`config.mk`:
```
export PLATFORM = sky130hd
export DESIGN_NAME = pcie_func_router
export DESIGN_NICKNAME = d
export VERILOG_FILES = /design/src/common/pcie_bridge_pkg.sv /design/src/hdl/pcie_func_router.sv
export VERILOG_INCLUDE_DIRS = /design/src /design/src/common
export SDC_FILE = /design/constraint.sdc
export NUM_CORES = 1
export LEC_CHECK = 0
export ABC_AREA = 1
export BUFFER_PORTS_ARGS = -buffer_cell sky130_fd_sc_hd__buf_4
export CAP_MARGIN = 40
export CORE_AREA = 3 3 90 92
export CTS_BUF_LIST = sky130_fd_sc_hd__clkbuf_8
export CTS_CLUSTER_DIAMETER = 150
export DETAILED_ROUTE_END_ITERATION = 16
export DIE_AREA = 0 0 93 95
export PLACE_DENSITY = 0.56
export SLEW_MARGIN = 20
export SYNTH_ARGS = -nofsm -noshare
export SYNTH_HDL_FRONTEND = slang
export SYNTH_SLANG_ARGS = --single-unit
```
`constraint.sdc`:
```
create_clock -name clk -period 2.72 [get_ports clk]
set_input_delay 0.272 -clock clk [delete_from_list [all_inputs] [get_ports clk]]
set_output_delay 0.272 -clock clk [all_outputs]
set_load 0.03 [all_outputs]
```
`src/common/pcie_bridge_params.svh`:
```
// Width and depth macros shared by the PCIe function bridge and its testbench
// Include before using the package types or sizing the packet buffers
`ifndef PCIE_BRIDGE_PARAMS_SVH
`define PCIE_BRIDGE_PARAMS_SVH

// Stream beat
`define PB_DATA_W 32
`define PB_KEEP_W 4

// Bank address widths, 128 words for control and 512 for data
`define PB_CTRL_ADDR_W 7
`define PB_DATA_ADDR_W 9

`endif

```
`src/common/pcie_bridge_pkg.sv`:
```
// Types shared by the bridge, the ping-pong buffers and the router
`default_nettype none

`include "pcie_bridge_params.svh"

package pcie_bridge_pkg;

  typedef logic [`PB_DATA_W-1:0] word_t;
  typedef logic [`PB_KEEP_W-1:0] keep_t;

  // One flag per ping-pong bank
  typedef logic [1:0] bank_t;

  // Bit 0 of the PCIe function number
  typedef enum logic {
    FUNC_CONTROL = 1'b0,
    FUNC_DATA    = 1'b1
  } func_id_e;

endpackage

`default_nettype wire

```
`src/hdl/pcie_func_router.sv`:
```
// Steers the endpoint rx stream to one function and the tx stream from one function
// The function is latched on a packet's first beat and held to its last
`timescale 1ns/1ps
`default_nettype none

module pcie_func_router (
  input  wire                            clk,
  input  wire                            i_rst_n,
  input  wire pcie_bridge_pkg::func_id_e i_func_sel,
  input  wire pcie_bridge_pkg::word_t    i_rx_tdata,
  input  wire pcie_bridge_pkg::keep_t    i_rx_tkeep,
  input  wire                            i_rx_tlast,
  input  wire                            i_rx_tvalid,
  output logic                           o_rx_tready,
  output pcie_bridge_pkg::word_t         o_ctrl_rx_tdata,
  output pcie_bridge_pkg::keep_t         o_ctrl_rx_tkeep,
  output logic                           o_ctrl_rx_tlast,
  output logic                           o_ctrl_rx_tvalid,
  input  wire                            i_ctrl_rx_tready,
  output pcie_bridge_pkg::word_t         o_data_rx_tdata,
  output pcie_bridge_pkg::keep_t         o_data_rx_tkeep,
  output logic                           o_data_rx_tlast,
  output logic                           o_data_rx_tvalid,
  input  wire                            i_data_rx_tready,
  input  wire pcie_bridge_pkg::word_t    i_ctrl_tx_tdata,
  input  wire pcie_bridge_pkg::keep_t    i_ctrl_tx_tkeep,
  input  wire                            i_ctrl_tx_tlast,
  input  wire                            i_ctrl_tx_tvalid,
  output logic                           o_ctrl_tx_tready,
  input  wire pcie_bridge_pkg::word_t    i_data_tx_tdata,
  input  wire pcie_bridge_pkg::keep_t    i_data_tx_tkeep,
  input  wire                            i_data_tx_tlast,
  input  wire                            i_data_tx_tvalid,
  output logic                           o_data_tx_tready,
  output pcie_bridge_pkg::word_t         o_tx_tdata,
  output pcie_bridge_pkg::keep_t         o_tx_tkeep,
  output logic                           o_tx_tlast,
  output logic                           o_tx_tvalid,
  input  wire                            i_tx_tready
);

  import pcie_bridge_pkg::*;

  logic     rx_busy;
  logic     tx_busy;
  func_id_e rx_func;
  func_id_e tx_func;
  func_id_e rx_sel;
  func_id_e tx_sel;
  logic     rx_ctrl;
  logic     tx_ctrl;

  // Mid-packet the latched function wins over the live select
  assign rx_sel  = rx_busy ? rx_func : i_func_sel;
  assign tx_sel  = tx_busy ? tx_func : i_func_sel;
  assign rx_ctrl = (rx_sel == FUNC_CONTROL);
  assign tx_ctrl = (tx_sel == FUNC_CONTROL);

  always_ff @(posedge clk or negedge i_rst_n) begin
    if (!i_rst_n) begin
      rx_busy <= 1'b0;
      tx_busy <= 1'b0;
      rx_func <= FUNC_CONTROL;
      tx_func <= FUNC_CONTROL;
    end else begin
      if (i_rx_tvalid && o_rx_tready) begin
        rx_busy <= ~i_rx_tlast;
        rx_func <= rx_sel;
      end
      if (o_tx_tvalid && i_tx_tready) begin
        tx_busy <= ~o_tx_tlast;
        tx_func <= tx_sel;
      end
    end
  end

  // Payload fans out, only valid picks the function
  assign o_ctrl_rx_tdata  = i_rx_tdata;
  assign o_ctrl_rx_tkeep  = i_rx_tkeep;
  assign o_ctrl_rx_tlast  = i_rx_tlast;
  assign o_ctrl_rx_tvalid = i_rx_tvalid & rx_ctrl;
  assign o_data_rx_tdata  = i_rx_tdata;
  assign o_data_rx_tkeep  = i_rx_tkeep;
  assign o_data_rx_tlast  = i_rx_tlast;
  assign o_data_rx_tvalid = i_rx_tvalid & ~rx_ctrl;
  assign o_rx_tready      = rx_ctrl ? i_ctrl_rx_tready : i_data_rx_tready;

  assign o_tx_tdata       = tx_ctrl ? i_ctrl_tx_tdata  : i_data_tx_tdata;
  assign o_tx_tkeep       = tx_ctrl ? i_ctrl_tx_tkeep  : i_data_tx_tkeep;
  assign o_tx_tlast       = tx_ctrl ? i_ctrl_tx_tlast  : i_data_tx_tlast;
  assign o_tx_tvalid      = tx_ctrl ? i_ctrl_tx_tvalid : i_data_tx_tvalid;
  assign o_ctrl_tx_tready = i_tx_tready & tx_ctrl;
  assign o_data_tx_tready = i_tx_tready & ~tx_ctrl;

endmodule

`default_nettype wire

```
# After elaboration in Yosys (flattened, before gate mapping)

Index checks and enable logic that the tools add are counted.

Output and inout port bits: 117
Word-level logic and storage cells: 21
Register bits: 4
Input port bits: 120

Muxes and demuxes: 7
Bitwise operators: 8
Reduce and logical (&&, ||, !) cells: 2

Operators by type and width:

| operator          | count |
|---|---|
| 2-to-1 mux 32 bit | 1 |
| 2-to-1 mux 1 bit  | 5 |
| AND 1 bit         | 4 |
| 2-to-1 mux 4 bit  | 1 |
| NOT 1 bit         | 4 |
| logical AND 1 bit | 2 |

# Depth between registers and ports, before layout

Word-level depth: 3
Depth in mapped cells: 8
Depth with buffers taken out: 7

# Worst setup path before layout

Ideal clock, no wire load.

Path kind: register -> output
Start point: register tx_busy
End point: output o_ctrl_tx_tready
Path buffers: 1
Setup slack: 1.280 ns
Data arrival time: 1.168 ns
Stages on the path, launching flop included: 5
Data required time: 2.448 ns
Cells stage by stage: dfrtp_1 -> nand2_2 -> nand2_4 -> buf_2 -> nor2_1

Longest elaborated chain between the ends: 3

RTL lines:

| element                  | line                   | source |
|---|---|---|
| start: declaration       | pcie_func_router.sv:45 | `logic tx_busy;` |
| start signal: assignment | pcie_func_router.sv:71 | `tx_busy <= ~o_tx_tlast;` |
| 2-to-1 mux 1 bit         | pcie_func_router.sv:55 | `assign tx_sel = tx_busy ? tx_func : i_func_sel;` |
| NOT 1 bit                | pcie_func_router.sv:57 | `assign tx_ctrl = (tx_sel == FUNC_CONTROL);` |
| AND 1 bit                | pcie_func_router.sv:92 | `assign o_ctrl_tx_tready = i_tx_tready & tx_ctrl;` |
| end: declaration         | pcie_func_router.sv:29 | `output logic o_ctrl_tx_tready,` |

No other way between the ends.

# Worst setup path in the final report

Start point: register tx_busy
End point: output o_tx_tdata[18]

Longest elaborated chain between the ends: 2

RTL lines:

| element           | line                   | source |
|---|---|---|
| 2-to-1 mux 1 bit  | pcie_func_router.sv:55 |  |
| 2-to-1 mux 32 bit | pcie_func_router.sv:88 | `assign o_tx_tdata = tx_ctrl ? i_ctrl_tx_tdata : i_data_tx_tdata;` |
| end: declaration  | pcie_func_router.sv:35 | `output pcie_bridge_pkg::word_t o_tx_tdata,` |

No other way between the ends.

==> results.ini <==
[setup_path]
end_kind=output port
cp.arrival_ns=1.83
critPathKind=reg -> out
r2r_start=tx_busy$_DFFE_PN0P_
r2r_slack_ns=1.16
worstReg2RegEnd=tx_func$_DFFE_PN0P_
worst-path-max-fanout=40
rr_worst_depth=6
cp.required_ns=2.45
crit_path_start_kind=register

[detailed_routing]
drcViolationCount=0
routedWlPerCell_um=11.5
vias=1498
wirelength_um=4560
drt-initial-drc-count=37
postRouteAntennaNets=0
viasPerCell=3.79
dr.pass1.iters=4

[hold_path]
hold-path-endpoint=rx_func$_DFFE_PN0P_
hp-start=i_data_rx_tready
min_path_cells=3
hp-class=in -> reg

[pwr]
p_total_mw=1.51
p_seq_share_pct=6.8
clkPwrFrac_pct=8.1
p_int_mw=0.625
p_per_area_nw_per_um2=802
cellLeakagePower_nw=1.18
p_switching_mw=0.881
combinationalPowerShare_pct=85.1
switching_share_pct=58.5
ir_drop_uv=472

[finish]
drive_gt1_share_pct=46.6
area_delta_synth_final_pct=38.9
fin_nets=418
n_antenna_cell=0
final_util_pct=25.8
post-route-cell-area_sq_um=1880

[logic_synthesis]
synth_compound_area_share_pct=0.370
yosysTopAreaCellShare_pct=42.7
netlist_instances=245
synth_xor_area_share_pct=0
yosysWarnings=0
synth_seq_area_share_pct=7.40
synth_mux_area_share_pct=0
synth.largest_area_cell=buf_4
synth_common_cells=nand2_1 (126), buf_4 (77), inv_1 (13), nand3_1 (8), dfrtp_1 (4)
synthArstFlopShare_pct=100
synth_edf_count=0
synth_area_leaders=buf_4 (43%), nand2_1 (35%), dfrtp_1 (7.4%), inv_1 (3.6%), nand3_1 (3.0%)
yosysMostFrequentCell=nand2_1
ys_ff_latch=4
synthFlopType=dfrtp_1
synth_fa_ha_area_share_pct=0
syn_area_sq_um=1350
postSynthAreaPerCell_sq_um=5.52
synth_top_family_by_area=buffers and inverters
ys_types=15
syn-num-nets=365
synth-simple-area-share_pct=42.7

[clocking]
htreeDepth=1
cts.reportedPaths.clkPinSlew_ns=0.03
cts_resized=0
holdBufCountCts=1
clock_sinks=4
root_buffer=clkbuf_8
cts_tree=done
clk_latency_ns=0.22
post_cts_buffers=0
clockBufferDepth=2
cts_buffers=3

[floorplanning]
coreArea_sq_um=7290
die-width_um=93
dieArea_sq_um=8840
rows=31
ios=237
die_y_um=95
initial_core_util_pct=18.5

[sta]
fmax_ghz=0.476
min_period_over_period_pct=77.3
setup-tns-final_ns=0
max_slew_margin_pct=70.5
rsz0062_at_grt=no
period_needed_ns=2.10
drv_slew=0
setup_viol=0
hold_violations=0
clock-skew-final_ns=0.0000275
tightest_slew_ns=0.442

[grt]
grt_antenna_before_repair=0
overflow=0
grt_pass1_wl_um=6550
grt_use_total_pct=9.04
grt_pass1_vias=1417
grt_max_degree=41

[job]
max_cap_violations=0

[place]
globalplace.congestion=0.693
portBuffers=128
dpl.hpwl_um=3790
place_area_sq_um=1830

[status]
status=complete, no violations

registers in the layout (all words and copies together) (netlist names):
signal / cells
tx_busy: 1
tx_func: 1
rx_busy: 1
rx_func: 1
worst max-delay path: stages (launching register included):
cell and delay, ns:
dfrtp_1 0.41, nand2_2 0.14, nand2_4 0.25, inv_4 0.40
nand2_1 0.13, nand2_1 0.09, buf_4 0.16
stage by stage:
stage                     hold WS [ns]  worst slack, ns  instances
after floorplan                -0.0236             1.28        245
after global placement          0.0707            0.842        391
final                            0.281            0.618        395
after detailed placement        0.0699            0.804        391
after CTS                        0.285            0.569        395
after global routing             0.297            0.440        395
power groups by stage:
stage               Sequential [mW]  Clock (mW)  Combinational (mW)
floorplan                    0.0990           0                1.04
global route                  0.107       0.131                1.39
detailed placement            0.103           0                1.30
CTS                           0.102       0.124                1.31
global placement              0.102           0                1.29
finish                        0.103       0.122                1.28
layer usage:
layer	GRT usage (%)	wire length [um]	share of wire, %
met3	3.35	581	13
met2	15.2	2170	48
met1	10.1	1610	35
met4	4.27	189	4.1
met5	0	0	0
how the worst max path moves through the flow:
stage | cells after the start | endpoint | startpoint
after floorplan | 4 | o_ctrl_tx_tready | tx_busy$_DFFE_PN0P_
after global placement | 6 | o_tx_tdata[18] | tx_busy$_DFFE_PN0P_
after detailed placement | 6 | o_tx_tdata[18] | tx_busy$_DFFE_PN0P_
after CTS | 6 | o_tx_tdata[18] | tx_busy$_DFFE_PN0P_
after global routing | 6 | o_tx_tdata[18] | tx_busy$_DFFE_PN0P_
final | 6 | o_tx_tdata[18] | tx_busy$_DFFE_PN0P_
cell usage in the layout, fill, tap and decap left out, drive strengths merged:
master       instances
nand2              131
buf                128
inv                 15
nand3                8
dfrtp                4
nor2                 3
clkbuf               3
a21oi                1
and2                 1
nand4                1
dlygate4sd3          1
cell type report:
cell class                      count  area (sq um)
Clock buffer                        3          41.3
Fill cell                         854          5410
Inverter                           15          58.8
Multi-Input combinational cell    145           583
Sequential cell                     4           100
Tap cell                           99           124
Timing Repair Buffer              129           971
cell families after synthesis:
| group | Yosys count |
|---|---|
| simple gates | 144 |
| buf+inv | 96 |
| flops | 4 |
| compound gates | 1 |
Power figures use the tool's default switching activity.
